[src/hw/status_pkg.sv]
// shared widths, address map, register layout and fixed words of the status bus; import by wildcard
package status_pkg;

	localparam int ADDR_W    = 16;
	localparam int DATA_W    = 32;
	localparam int REG_OFS_W = 3; // local word offset inside a client window

	typedef logic [ADDR_W-1:0] status_addr_t;
	typedef logic [DATA_W-1:0] status_data_t;

	////////////////////////////////
	// address map
	////////////////////////////////
	localparam status_addr_t OPTICS_BASE  = 16'h0400; // three words used
	localparam status_addr_t SCRATCH_BASE = 16'h0500; // eight words

	localparam logic [REG_OFS_W-1:0] OPT_CTRL_OFS = 3'd0;
	localparam logic [REG_OFS_W-1:0] OPT_STAT_OFS = 3'd1;
	localparam logic [REG_OFS_W-1:0] OPT_ALRM_OFS = 3'd2;

	////////////////////////////////
	// optics register layout
	////////////////////////////////
	localparam int PRG_W  = 3; // programmable control and alarm pins
	localparam int CTRL_W = 6;
	localparam int STAT_W = 6;
	localparam int ALRM_W = 5;

	localparam int CTRL_LOPWR_BIT     = 0;
	localparam int CTRL_MOD_RST_N_BIT = 1;
	localparam int CTRL_TX_DIS_BIT    = 2;
	localparam int CTRL_PRG_LSB       = 3; // bits 5:3

	localparam int STAT_MOD_ABS_BIT  = 0;
	localparam int STAT_RX_LOS_BIT   = 1;
	localparam int STAT_GLB_ALRM_BIT = 2;
	localparam int STAT_PRG_LSB      = 3; // bits 5:3

	localparam int ALRM_RX_LOS_BIT   = 0;
	localparam int ALRM_GLB_ALRM_BIT = 1;
	localparam int ALRM_PRG_LSB      = 2; // bits 4:2

	// low power, module in reset, tx disabled
	localparam status_data_t OPT_CTRL_RESET = 32'h0000_0005;

	////////////////////////////////
	// fixed words and timing
	////////////////////////////////
	localparam status_data_t STATUS_ID     = 32'h4045_0001;
	localparam status_data_t UNMAPPED_DATA = 32'hDEAD_BEEF;
	localparam int READ_LATENCY = 3; // strobe to readdata_valid, cycles
	localparam int SYNC_STAGES  = 2;

endpackage

[src/hw/status_addr_decode.sv]
// first stage of the status bus: registers host strobes and splits them into per-client strobes
`timescale 1ns/1ps

module status_addr_decode import status_pkg::*; (
	input  logic                 clk_status,
	input  logic                 arst,
	input  status_addr_t         status_addr,
	input  logic                 status_read,
	input  logic                 status_write,
	input  status_data_t         status_writedata,
	output logic                 opt_read,
	output logic                 opt_write,
	output logic                 scr_read,
	output logic                 scr_write,
	output logic                 miss,
	output logic [REG_OFS_W-1:0] reg_ofs,
	output status_data_t         wdata
);

	logic opt_hit;
	logic scr_hit;
	logic miss_pend; // unmapped read seen, waits one cycle to line up with clients

	////////////////////////////////
	// window compare on the raw address
	////////////////////////////////
	// optics window holds ctrl, stat and alarm only, offsets 3..7 are unmapped
	assign opt_hit = (status_addr[ADDR_W-1:REG_OFS_W] == OPTICS_BASE[ADDR_W-1:REG_OFS_W]) &&
		(status_addr[REG_OFS_W-1:0] <= OPT_ALRM_OFS);
	assign scr_hit = (status_addr[ADDR_W-1:REG_OFS_W] == SCRATCH_BASE[ADDR_W-1:REG_OFS_W]);

	////////////////////////////////
	// registered strobes
	////////////////////////////////
	always_ff @(posedge clk_status) begin
		if (arst) begin
			opt_read  <= 1'b0;
			opt_write <= 1'b0;
			scr_read  <= 1'b0;
			scr_write <= 1'b0;
			miss_pend <= 1'b0;
			miss      <= 1'b0;
		end else begin
			opt_read  <= status_read  && opt_hit;
			opt_write <= status_write && opt_hit;
			scr_read  <= status_read  && scr_hit;
			scr_write <= status_write && scr_hit; // id word write dropped by the client
			miss_pend <= status_read && !opt_hit && !scr_hit;
			miss      <= miss_pend; // same cycle as a client rvalid would be
		end
	end

	// offset and data for whichever client is strobed
	always_ff @(posedge clk_status) begin
		reg_ofs <= status_addr[REG_OFS_W-1:0];
		wdata   <= status_writedata;
	end

endmodule

[src/hw/optics_ctrl_regs.sv]
// optics module register client: control pins, synchronized status inputs and sticky alarms
`timescale 1ns/1ps

module optics_ctrl_regs import status_pkg::*; (
	input  logic                 clk_status,
	input  logic                 arst,
	input  logic                 read,
	input  logic                 write,
	input  logic [REG_OFS_W-1:0] reg_ofs,
	input  status_data_t         wdata,
	input  logic                 cfp_mod_abs,
	input  logic                 cfp_rx_los,
	input  logic                 cfp_glb_alrm,
	input  logic [PRG_W-1:0]     cfp_prg_alrm,
	output status_data_t         rdata,
	output logic                 rvalid,
	output logic                 cfp_mod_lopwr,
	output logic                 cfp_mod_rst,   // active low
	output logic                 cfp_tx_dis,
	output logic [PRG_W-1:0]     cfp_prg_cntl
);

	logic [CTRL_W-1:0] ctrl_q;
	logic [STAT_W-1:0] stat_raw;               // pins packed in status word order
	logic [STAT_W-1:0] sync_q [SYNC_STAGES];
	logic [STAT_W-1:0] stat;                   // live status after sync
	logic [ALRM_W-1:0] alrm_src;
	logic [ALRM_W-1:0] alrm_clr;
	logic [ALRM_W-1:0] alrm_q;

	////////////////////////////////
	// control register and pins
	////////////////////////////////
	always_ff @(posedge clk_status) begin
		if (arst) begin
			ctrl_q <= OPT_CTRL_RESET[CTRL_W-1:0];
		end else if (write && (reg_ofs == OPT_CTRL_OFS)) begin
			ctrl_q <= wdata[CTRL_W-1:0];
		end
	end

	assign cfp_mod_lopwr = ctrl_q[CTRL_LOPWR_BIT];
	assign cfp_mod_rst   = ctrl_q[CTRL_MOD_RST_N_BIT]; // 0 holds the module in reset
	assign cfp_tx_dis    = ctrl_q[CTRL_TX_DIS_BIT];
	assign cfp_prg_cntl  = ctrl_q[CTRL_PRG_LSB +: PRG_W];

	////////////////////////////////
	// input synchronizers
	////////////////////////////////
	always_comb begin
		stat_raw = '0;
		stat_raw[STAT_MOD_ABS_BIT]        = cfp_mod_abs;
		stat_raw[STAT_RX_LOS_BIT]         = cfp_rx_los;
		stat_raw[STAT_GLB_ALRM_BIT]       = cfp_glb_alrm;
		stat_raw[STAT_PRG_LSB +: PRG_W]   = cfp_prg_alrm;
	end

	always_ff @(posedge clk_status) begin
		if (arst) begin
			for (int i = 0; i < SYNC_STAGES; i++) sync_q[i] <= '0;
		end else begin
			sync_q[0] <= stat_raw; // pins are async to clk_status
			for (int i = 1; i < SYNC_STAGES; i++) sync_q[i] <= sync_q[i-1];
		end
	end

	assign stat = sync_q[SYNC_STAGES-1];

	////////////////////////////////
	// sticky alarms
	////////////////////////////////
	always_comb begin
		alrm_src = '0;
		alrm_src[ALRM_RX_LOS_BIT]        = stat[STAT_RX_LOS_BIT];
		alrm_src[ALRM_GLB_ALRM_BIT]      = stat[STAT_GLB_ALRM_BIT];
		alrm_src[ALRM_PRG_LSB +: PRG_W]  = stat[STAT_PRG_LSB +: PRG_W];
	end

	// write 1 to clear
	assign alrm_clr = (write && (reg_ofs == OPT_ALRM_OFS)) ? wdata[ALRM_W-1:0] : '0;

	always_ff @(posedge clk_status) begin
		if (arst) alrm_q <= '0;
		else      alrm_q <= (alrm_q & ~alrm_clr) | alrm_src; // live source wins over clear
	end

	////////////////////////////////
	// read port, one cycle
	////////////////////////////////
	always_ff @(posedge clk_status) begin
		if (arst) rvalid <= 1'b0;
		else      rvalid <= read;
	end

	always_ff @(posedge clk_status) begin
		if (read) begin
			case (reg_ofs)
				OPT_CTRL_OFS: rdata <= status_data_t'(ctrl_q);
				OPT_STAT_OFS: rdata <= status_data_t'(stat);
				OPT_ALRM_OFS: rdata <= status_data_t'(alrm_q);
				default:      rdata <= '0; // decode never strobes these
			endcase
		end
	end

endmodule

[src/hw/status_scratch_regs.sv]
// identification and scratch register client, id word at offset 0 and seven read/write words
`timescale 1ns/1ps

module status_scratch_regs import status_pkg::*; (
	input  logic                 clk_status,
	input  logic                 arst,
	input  logic                 read,
	input  logic                 write,
	input  logic [REG_OFS_W-1:0] reg_ofs,
	input  status_data_t         wdata,
	output status_data_t         rdata,
	output logic                 rvalid
);

	status_data_t scr_q [1:7]; // offset 0 is the fixed id word
	logic         id_sel;

	assign id_sel = (reg_ofs == '0);

	////////////////////////////////
	// scratch words
	////////////////////////////////
	always_ff @(posedge clk_status) begin
		if (arst) begin
			for (int i = 1; i < 8; i++) scr_q[i] <= '0;
		end else if (write && !id_sel) begin
			scr_q[reg_ofs] <= wdata;
		end
		// writes to the id word fall through here
	end

	////////////////////////////////
	// read port
	////////////////////////////////
	always_ff @(posedge clk_status) begin
		if (arst) rvalid <= 1'b0;
		else      rvalid <= read;
	end

	always_ff @(posedge clk_status) begin
		if (read) begin
			if (id_sel) rdata <= STATUS_ID;
			else        rdata <= scr_q[reg_ofs];
		end
	end

endmodule

[src/hw/status_read_combine.sv]
// result stage of the status bus: merges client read data and answers unmapped reads
`timescale 1ns/1ps

module status_read_combine import status_pkg::*; (
	input  logic         clk_status,
	input  logic         arst,
	input  status_data_t opt_rdata,
	input  logic         opt_rvalid,
	input  status_data_t scr_rdata,
	input  logic         scr_rvalid,
	input  logic         miss,
	output status_data_t status_readdata,
	output logic         status_readdata_valid
);

	status_data_t opt_term;
	status_data_t scr_term;
	status_data_t miss_term;
	status_data_t merged;
	logic         any_valid;

	////////////////////////////////
	// masked OR of all sources
	////////////////////////////////
	// only one source answers per cycle; a collision ORs the words
	always_comb begin
		opt_term  = opt_rvalid ? opt_rdata : '0;
		scr_term  = scr_rvalid ? scr_rdata : '0;
		miss_term = miss ? UNMAPPED_DATA : '0; // fixed pattern for holes in the map
		merged    = opt_term | scr_term | miss_term;
	end

	assign any_valid = opt_rvalid | scr_rvalid | miss;

	////////////////////////////////
	// output register
	////////////////////////////////
	always_ff @(posedge clk_status) begin
		if (arst) status_readdata_valid <= 1'b0;
		else      status_readdata_valid <= any_valid; // single pulse per read
	end

	// data holds the last answer between reads
	always_ff @(posedge clk_status) begin
		if (any_valid) status_readdata <= merged;
	end

endmodule

[src/hw/status_subsystem_top.sv]
// top of the status register subsystem: decode, optics and scratch clients, read combiner
`timescale 1ns/1ps

module status_subsystem_top import status_pkg::*; (
	input  logic             clk_status,
	input  logic             arst,
	// host bus
	input  status_addr_t     status_addr,
	input  logic             status_read,
	input  logic             status_write,
	input  status_data_t     status_writedata,
	output status_data_t     status_readdata,
	output logic             status_readdata_valid,
	// CFP pins
	input  logic             cfp_mod_abs,
	input  logic             cfp_rx_los,
	input  logic             cfp_glb_alrm,
	input  logic [PRG_W-1:0] cfp_prg_alrm,
	output logic             cfp_mod_lopwr,
	output logic             cfp_mod_rst,   // active low
	output logic             cfp_tx_dis,
	output logic [PRG_W-1:0] cfp_prg_cntl
);

	logic                 opt_read;
	logic                 opt_write;
	logic                 scr_read;
	logic                 scr_write;
	logic                 miss;
	logic [REG_OFS_W-1:0] reg_ofs;
	status_data_t         wdata;
	status_data_t         opt_rdata;
	logic                 opt_rvalid;
	status_data_t         scr_rdata;
	logic                 scr_rvalid;

	////////////////////////////////
	// decode
	////////////////////////////////
	status_addr_decode i_decode (
		.clk_status       (clk_status),
		.arst             (arst),
		.status_addr      (status_addr),
		.status_read      (status_read),
		.status_write     (status_write),
		.status_writedata (status_writedata),
		.opt_read         (opt_read),
		.opt_write        (opt_write),
		.scr_read         (scr_read),
		.scr_write        (scr_write),
		.miss             (miss),
		.reg_ofs          (reg_ofs),
		.wdata            (wdata)
	);

	////////////////////////////////
	// clients
	////////////////////////////////
	optics_ctrl_regs i_optics (
		.clk_status    (clk_status),
		.arst          (arst),
		.read          (opt_read),
		.write         (opt_write),
		.reg_ofs       (reg_ofs),
		.wdata         (wdata),
		.cfp_mod_abs   (cfp_mod_abs),
		.cfp_rx_los    (cfp_rx_los),
		.cfp_glb_alrm  (cfp_glb_alrm),
		.cfp_prg_alrm  (cfp_prg_alrm),
		.rdata         (opt_rdata),
		.rvalid        (opt_rvalid),
		.cfp_mod_lopwr (cfp_mod_lopwr),
		.cfp_mod_rst   (cfp_mod_rst),
		.cfp_tx_dis    (cfp_tx_dis),
		.cfp_prg_cntl  (cfp_prg_cntl)
	);

	status_scratch_regs i_scratch (
		.clk_status (clk_status),
		.arst       (arst),
		.read       (scr_read),
		.write      (scr_write),
		.reg_ofs    (reg_ofs),
		.wdata      (wdata),
		.rdata      (scr_rdata),
		.rvalid     (scr_rvalid)
	);

	////////////////////////////////
	// merge read data
	////////////////////////////////
	status_read_combine i_combine (
		.clk_status            (clk_status),
		.arst                  (arst),
		.opt_rdata             (opt_rdata),
		.opt_rvalid            (opt_rvalid),
		.scr_rdata             (scr_rdata),
		.scr_rvalid            (scr_rvalid),
		.miss                  (miss),
		.status_readdata       (status_readdata),
		.status_readdata_valid (status_readdata_valid)
	);

endmodule

[config.mk]
export PLATFORM = sky130hd
export DESIGN_NAME = status_subsystem_top
export DESIGN_NICKNAME = d
export VERILOG_FILES = /design/src/hw/status_pkg.sv /design/src/hw/status_addr_decode.sv /design/src/hw/optics_ctrl_regs.sv /design/src/hw/status_scratch_regs.sv /design/src/hw/status_read_combine.sv /design/src/hw/status_subsystem_top.sv
export SDC_FILE = /design/constraint.sdc
export NUM_CORES = 1
export LEC_CHECK = 0
export BUFFER_PORTS_ARGS = -buffer_cell sky130_fd_sc_hd__buf_2
export CORE_MARGIN = 1.5
export CORE_UTILIZATION = 45
export DETAILED_ROUTE_END_ITERATION = 6
export SYNTH_ARGS = -nofsm -noshare
export SYNTH_HDL_FRONTEND = slang
export SYNTH_SLANG_ARGS = --single-unit
[constraint.sdc]
create_clock -name clk_status -period 5.15 [get_ports clk_status]
set_input_delay 0.2575 -clock clk_status [delete_from_list [all_inputs] [get_ports clk_status]]
set_output_delay 0.2575 -clock clk_status [all_outputs]
set_load 0.05 [all_outputs]
==> results.ini, run 1 <==
[yosys]
yosysSeqAreaShare_pct=69.5
syn-mean-instance-area_um2=14.7
synth_top_area_cell=edfxtp_1
synth-compound-area-share_pct=6.85
yosysWarnings=0
netlist_area_um2=14600
ys_types=45
ys_seq_elements=361
ys_top_cells_by_area=edfxtp_1 (60%), dfxtp_1 (9.2%), and2_1 (8.4%), mux2_2 (4.3%), a221oi_1 (3.2%)
synth_fa_ha_area_share_pct=0
ys.flop_type=edfxtp_1
async_reset_ff_share_pct=0
synth_edf_count=294
synth_top_family_by_area=simple AND/OR/NAND/NOR gates
synth.top_cell.area_share_pct=60.3
synthCells=993
yosys.area_share.simple_pct=13.9
synth-xor-area-share_pct=0
muxShareOfSynthArea_pct=6.96
synth_fp_nets=1051

[critical_path]
cp.required_ns=5.29
critPathKind=flip-flop to flip-flop
cp_max_fo=47
critPathLaunch=i_decode.reg_ofs[0]$_DFF_P_
worstReg2RegStart=i_decode.reg_ofs[0]$_DFF_P_
arrival_ns=3.51
end_kind=flip-flop
ff2ff_setup_slack_ns=1.78
critPathLaunchType=flip-flop

[min_path]
hold_class=input pin to flip-flop
hold_start=status_read

[floorplan]
rows=65
dieHeight_um=183
die_w_um=183
start_util_pct=46.0
ios=97
core_area_um2=31800
dieArea_um2=33600

[clocking]
cts_tree=yes
postCtsHoldBufs=43
cts_root_buffer=clkbuf_16
postCtsSetupRepairBufs=0
cts_buffers=40
clkSinkCount=361
cts.path.max_buffers=3
htreeDepth=2
clk_pin_slew_ns=0.06
cts_resized=0
worstSkewPairLatency_ns=0.53

[sta]
period_needed_ns=3.37
post-route-period-util_pct=65.4
worstMarginPinSlew_ns=1.16
relSlewSlack_pct=22.4
tns_ns=0
setup_viol=0
finClkSkew_ns=0.0221
rsz0062_at_grt=false
finalMaxSlewViolations=0
clock.fmax_mhz=297
whs_ns=0.0739
finalHoldViolations=0
setup_slack_ns=1.78

[global_routing]
grt_pass1_wl_um=50100
grtUsageTotal_pct=20.0
grt_max_degree=58
antenna_found_initial=1
grt-ovfl-total=0
grt_pass1_vias=8144

[power_and_ir_drop]
p_leak_nw=6.66
power-per-cell-area_nw_per_um2=371
vdd_ir_drop_max_uv=193

[final_layout]
design_area_um2=17100
multi_input_area_um2=4060
stdcell_count=1584
final_layout_size_suffix_gt1_share_pct=22.0
nFillCells=2625
seqCellArea_um2=10200
syn2layout_area_growth_pct=17.1
fin_nets=1174

[run_status]
status=finished clean

[placed_design]
hpwlAfterDp_um=21300
dp.cells=1466
dp_slack_ns=1.72
dpl_cell_area_um2=15400
gp_congestion=0.783
io_buffers=96

[run]
maxCapViolCount=0

[route]
firstDrtPassIters=5
vias_per_cell=5.35
dr.first_iter.drc_count=754
wl_um=33100
post_drt_wl_per_cell_um=20.9
drtAntennaViolNets=0
vias=8473
drcViolationCount=0

through the flow:
| step | total power [mW] | util, % |
|---|---|---|
| 2_1_floorplan | 3.49 | - |
| 3_3_place_gp | 3.60 | 48.4 |
| 3_5_place_dp | 3.61 | 48.4 |
| 4_1_cts | 6.42 | 53.9 |
| 5_1_grt | 6.56 | 53.9 |
| 6_report | 6.36 | 53.9 |
cell usage after synthesis, types with 5 or more instances:
library cell and n:
a21o_1 19, a21oi_1 10, a221o_1 5, a221oi_1 53, a22oi_1 8, and2_1 197, buf_2 16, buf_4 10
buf_6 5, clkbuf_1 35, dfxtp_1 67, edfxtp_1 294, inv_1 15, mux2_2 56, mux2i_1 23, mux4_2 7
nand2_1 14, nand2b_1 6, nor2_1 19, nor2b_1 26, nor3_1 31, nor4_1 10, o21ai_0 8, o22ai_1 22
or2_2 7
final timing paths:
path,to,cells after the start
setup / recovery,i_scratch.scr_q[5][9]$_SDFFCE_PN0P_,3
hold / removal,i_decode.opt_read$_SDFF_PP0_,3
setup reg to reg,i_scratch.scr_q[5][9]$_SDFFCE_PN0P_,3
hold reg to reg,i_optics.sync_q[0][9]$_SDFF_PP0_,1
kinds of logic after synthesis:
group / after synthesis
flip-flops: 361
multiplexers: 86
AO/OA/AOI/OAI: 132
AND/OR/NAND/NOR: 331
buffers and inverters: 83
layout by cell type (no fill, tap or decap), drive strengths merged, types with 2 or more instances in the layout:
cell,count
a211o,3
a22oi,8
nor4,10
dfxtp,67
o22ai,22
clkinvlp,2
clkbuf,60
a21o,19
o21ai,8
mux4,7
a221oi,53
and2,197
a221o,5
edfxtp,294
nor4b,2
a21oi,10
dlygate4sd3,43
and3,3
nor2,25
mux2i,23
nor3,32
clkinv,10
nand2b,7
nand2,14
or2,7
buf,105
nor2b,26
nor4bb,3
mux2,56
inv,17
worst max-delay path, stage by stage (launching register included):
cell      delay [ns]
dfxtp_4         0.78
nand3b_2        0.55
nor2_2          0.88
or2_2           0.76
registers in the layout, indices dropped and copies added (netlist names):
register                         count
i_scratch.rdata                     32
i_optics.sync_q                     12
i_combine.status_readdata_valid      1
i_decode.opt_read                    1
i_decode.miss_pend                   1
i_decode.reg_ofs                     3
i_optics.alrm_q                      5
i_combine.status_readdata           32
i_optics.rdata                       6
i_decode.scr_read                    1
i_decode.opt_write                   1
i_decode.wdata                      32
i_optics.rvalid                      1
i_decode.scr_write                   1
i_optics.ctrl_q                      6
i_scratch.scr_q                    224
i_scratch.rvalid                     1
i_decode.miss                        1
cell type report:
class                           count  area share, %
Antenna cell                        1         0.0146
Clock buffer                       60           6.99
Clock inverter                     14          0.657
Inverter                           16          0.350
Multi-Input combinational cell    549           23.7
Sequential cell                   361           59.4
Tap cell                          435           3.18
Timing Repair Buffer              148           5.71
report_power, final:
part	switching (mW)	internal (mW)	leakage, nW
clock	1.12	1.67	0.643
combinational	0.172	0.115	2.38
sequential	0.0700	3.22	3.64
per-layer routing:
metal / track usage (%) / up-vias / part of all wire, %
met5: 0 / - / 0
met4: 4.13 / 0 / 1.2
met3: 4.39 / 36 / 8.0
met2: 27.4 / 324 / 41
met1: 32.3 / 4159 / 50
li1: - / 3954 / -
No activity file was read; power rests on OpenSTA's default activity.
==> inputs of run 2 (changes only) <==
==> constraint.sdc (replaced) <==
create_clock -name clk_status -period 2.9 [get_ports clk_status]
set_input_delay 0.145 -clock clk_status [delete_from_list [all_inputs] [get_ports clk_status]]
set_output_delay 0.145 -clock clk_status [all_outputs]
set_load 0.05 [all_outputs]
==> run 2 against run 1 <==
Final area increased by 0.89%. Clock-buffer cell count is 3 higher. Clock power up 67%. First-iteration DRC count is 11% lower. Final cell count rose by 1.3%. Combinational power up 93%. Power up 73%. Via count grew 0.61%. Sequential cell count did not move. Wire length up 2.2%. Highest routed layer unchanged. Global-route usage up 0.63 points. Largest cell class unchanged. Largest power group unchanged.
==> results.ini, run 2 (same netlist as run 1, synthesis figures left out) <==
[run_status]
status=finished clean  ; unchanged

[placed_design]
dpl_cell_area_um2=15600  ; was 15400 µm²
hpwlAfterDp_um=19200  ; was 21300 µm
gp_congestion=0.751  ; was 0.783
io_buffers=96  ; unchanged

[sta]
worstMarginPinSlew_ns=1.02  ; was 1.16 ns
whs_ns=0.110  ; was 0.0739 ns
finalMaxSlewViolations=0  ; unchanged
period_needed_ns=2.29  ; was 3.37 ns
post-route-period-util_pct=78.9  ; was 65.4%
clock.fmax_mhz=437  ; was 297 MHz
tns_ns=0  ; unchanged
setup_viol=0  ; unchanged
finClkSkew_ns=0.0213  ; was 0.0221 ns
finalHoldViolations=0  ; unchanged
relSlewSlack_pct=31.8  ; was 22.4%
rsz0062_at_grt=false  ; unchanged

[clocking]
clkSinkCount=361  ; unchanged
postCtsHoldBufs=47  ; was 43
htreeDepth=2  ; unchanged
cts.path.max_buffers=3  ; unchanged
cts_tree=yes  ; unchanged
clk_pin_slew_ns=0.06  ; about the same
postCtsSetupRepairBufs=0  ; unchanged
cts_buffers=38  ; was 40
worstSkewPairLatency_ns=0.53  ; about the same
cts_resized=0  ; unchanged
cts_root_buffer=clkbuf_16  ; unchanged

[power_and_ir_drop]
power-per-cell-area_nw_per_um2=635  ; was 371 nW/µm²
vdd_ir_drop_max_uv=330  ; was 193 µV
p_total_mw=11.0  ; was 6.36 mW
p_leak_nw=6.75  ; was 6.66 nW
seqPwrFrac_pct=52.8  ; was 51.7%
power_frac_comb_pct=5.0  ; was 4.5%
clkPwrFrac_pct=42.2  ; was 43.7%
p_sw_mw=2.28  ; was 1.36 mW
internal_power_mw=8.70  ; was 5.00 mW
p_sw_share_pct=20.8  ; was 21.4%

[route]
drtAntennaViolNets=0  ; unchanged
firstDrtPassIters=5  ; unchanged
post_drt_wl_per_cell_um=21.1  ; was 20.9 µm
vias_per_cell=5.31  ; was 5.35
wl_um=33900  ; was 33100 µm
dr.first_iter.drc_count=671  ; was 754
drcViolationCount=0  ; unchanged
vias=8525  ; was 8473

[floorplan]
dieArea_um2=33600  ; unchanged
dieHeight_um=183  ; unchanged
rows=65  ; unchanged
core_area_um2=31800  ; unchanged
ios=97  ; unchanged
die_w_um=183  ; unchanged
start_util_pct=46.0  ; unchanged

[critical_path]
critPathKind=flip-flop to flip-flop  ; unchanged
worstReg2RegStart=i_decode.reg_ofs[0]$_DFF_P_  ; unchanged
cp.required_ns=3.14  ; was 5.29 ns
critPathLaunchType=flip-flop  ; unchanged
arrival_ns=2.52  ; was 3.51 ns
worstRegToRegCells=5  ; was 3
ff2ff_setup_slack_ns=0.61  ; was 1.78 ns
cp_max_fo=29  ; was 47
end_kind=flip-flop  ; unchanged
worst_r2r_endpoint=i_scratch.rdata[20]$_SDFFCE_PN0P_  ; was i_scratch.scr_q[5][9]$_SDFFCE_PN0P_
endpoint=i_scratch.rdata[20]$_SDFFCE_PN0P_  ; was i_scratch.scr_q[5][9]$_SDFFCE_PN0P_
critPathLaunch=i_decode.reg_ofs[0]$_DFF_P_  ; unchanged

[global_routing]
grt_max_degree=39  ; was 58
grt_pass1_vias=8406  ; was 8144
grt-ovfl-total=0  ; unchanged
grtUsageTotal_pct=20.7  ; was 20.0%
grt_pass1_wl_um=51600  ; was 50100 µm
antenna_found_initial=2  ; was 1

[min_path]
hold_class=input pin to flip-flop  ; unchanged

[final_layout]
syn2layout_area_growth_pct=18.1  ; was 17.1%
final_cell_mix=edfxtp_1 (294), and2_1 (197), buf_2 (96), dfxtp_1 (64), mux2_2 (56)  ; unchanged
largest_reg_flops=224  ; unchanged
multi_input_area_um2=4060  ; unchanged
final_layout_size_suffix_gt1_share_pct=22.3  ; was 22.0%
design_area_um2=17300  ; was 17100 µm²
mostFrequentLayoutCell=edfxtp_1  ; unchanged
nFillCells=2627  ; was 2625
seqCellArea_um2=10200  ; unchanged
fin_nets=1199  ; was 1174
antenna_cells=0  ; was 1
regMostFlops=i_scratch.scr_q  ; unchanged

[run]
maxCapViolCount=0  ; unchanged

## run 2: cell type report
| class | instances | area share [%] |
|---|---|---|
| Clock buffer | 63 | 6.59 |
| Sequential cell | 361 | 58.9 |
| Multi-Input combinational cell | 549 | 23.5 |
| Timing Repair Buffer | 175 | 7.25 |
| Inverter | 16 | 0.347 |
| Tap cell | 435 | 3.15 |
| Clock inverter | 6 | 0.304 |
## run 2: routing by layer
metal  routed length, µm  up-vias  GRT usage [%]
li1                    -     4005              -
met1               14800     4167           28.5
met2               16100      305           34.0
met3                2480       48           3.95
met4                 505        0           4.75
met5                   0        -              0
## run 2: critical path, stage by stage, from the launching register on
cell      delay [ns]
dfxtp_4         0.64
buf_4           0.49
nor2_1          0.07
buf_4           0.25
a221oi_1        0.35
o22ai_1         0.18
## run 2: worst min-delay path by stage
stage                          from                             to  cells after the start
4_1_cts              status_addr[9]  i_decode.miss_pend$_SDFF_PP0_                      4
5_1_grt              status_addr[9]  i_decode.miss_pend$_SDFF_PP0_                      4
3_3_place_gp   status_writedata[12]     i_decode.wdata[12]$_DFF_P_                      1
3_5_place_dp   status_writedata[11]     i_decode.wdata[11]$_DFF_P_                      1
2_1_floorplan        status_addr[0]    i_decode.reg_ofs[0]$_DFF_P_                      0
6_report             status_addr[9]  i_decode.miss_pend$_SDFF_PP0_                      4
## run 2: power groups by stage
stage	Sequential (mW)	Combinational (mW)	Clock (mW)
2_1_floorplan	5.88	0.320	0
5_1_grt	5.81	0.597	4.93
3_3_place_gp	5.91	0.502	0
4_1_cts	5.80	0.556	4.72
6_report	5.80	0.554	4.64
3_5_place_dp	5.91	0.509	0
## run 2: per-stage QoR
stage | std cells | util (%) | setup slack [ns]
after global placement | 1489 | 49.1 | 0.601
after global routing | 1605 | 54.4 | 0.457
after detailed placement | 1489 | 49.1 | 0.567
after floorplan | 993 | - | 0.927
final | 1605 | 54.4 | 0.613
after CTS | 1605 | 54.4 | 0.566
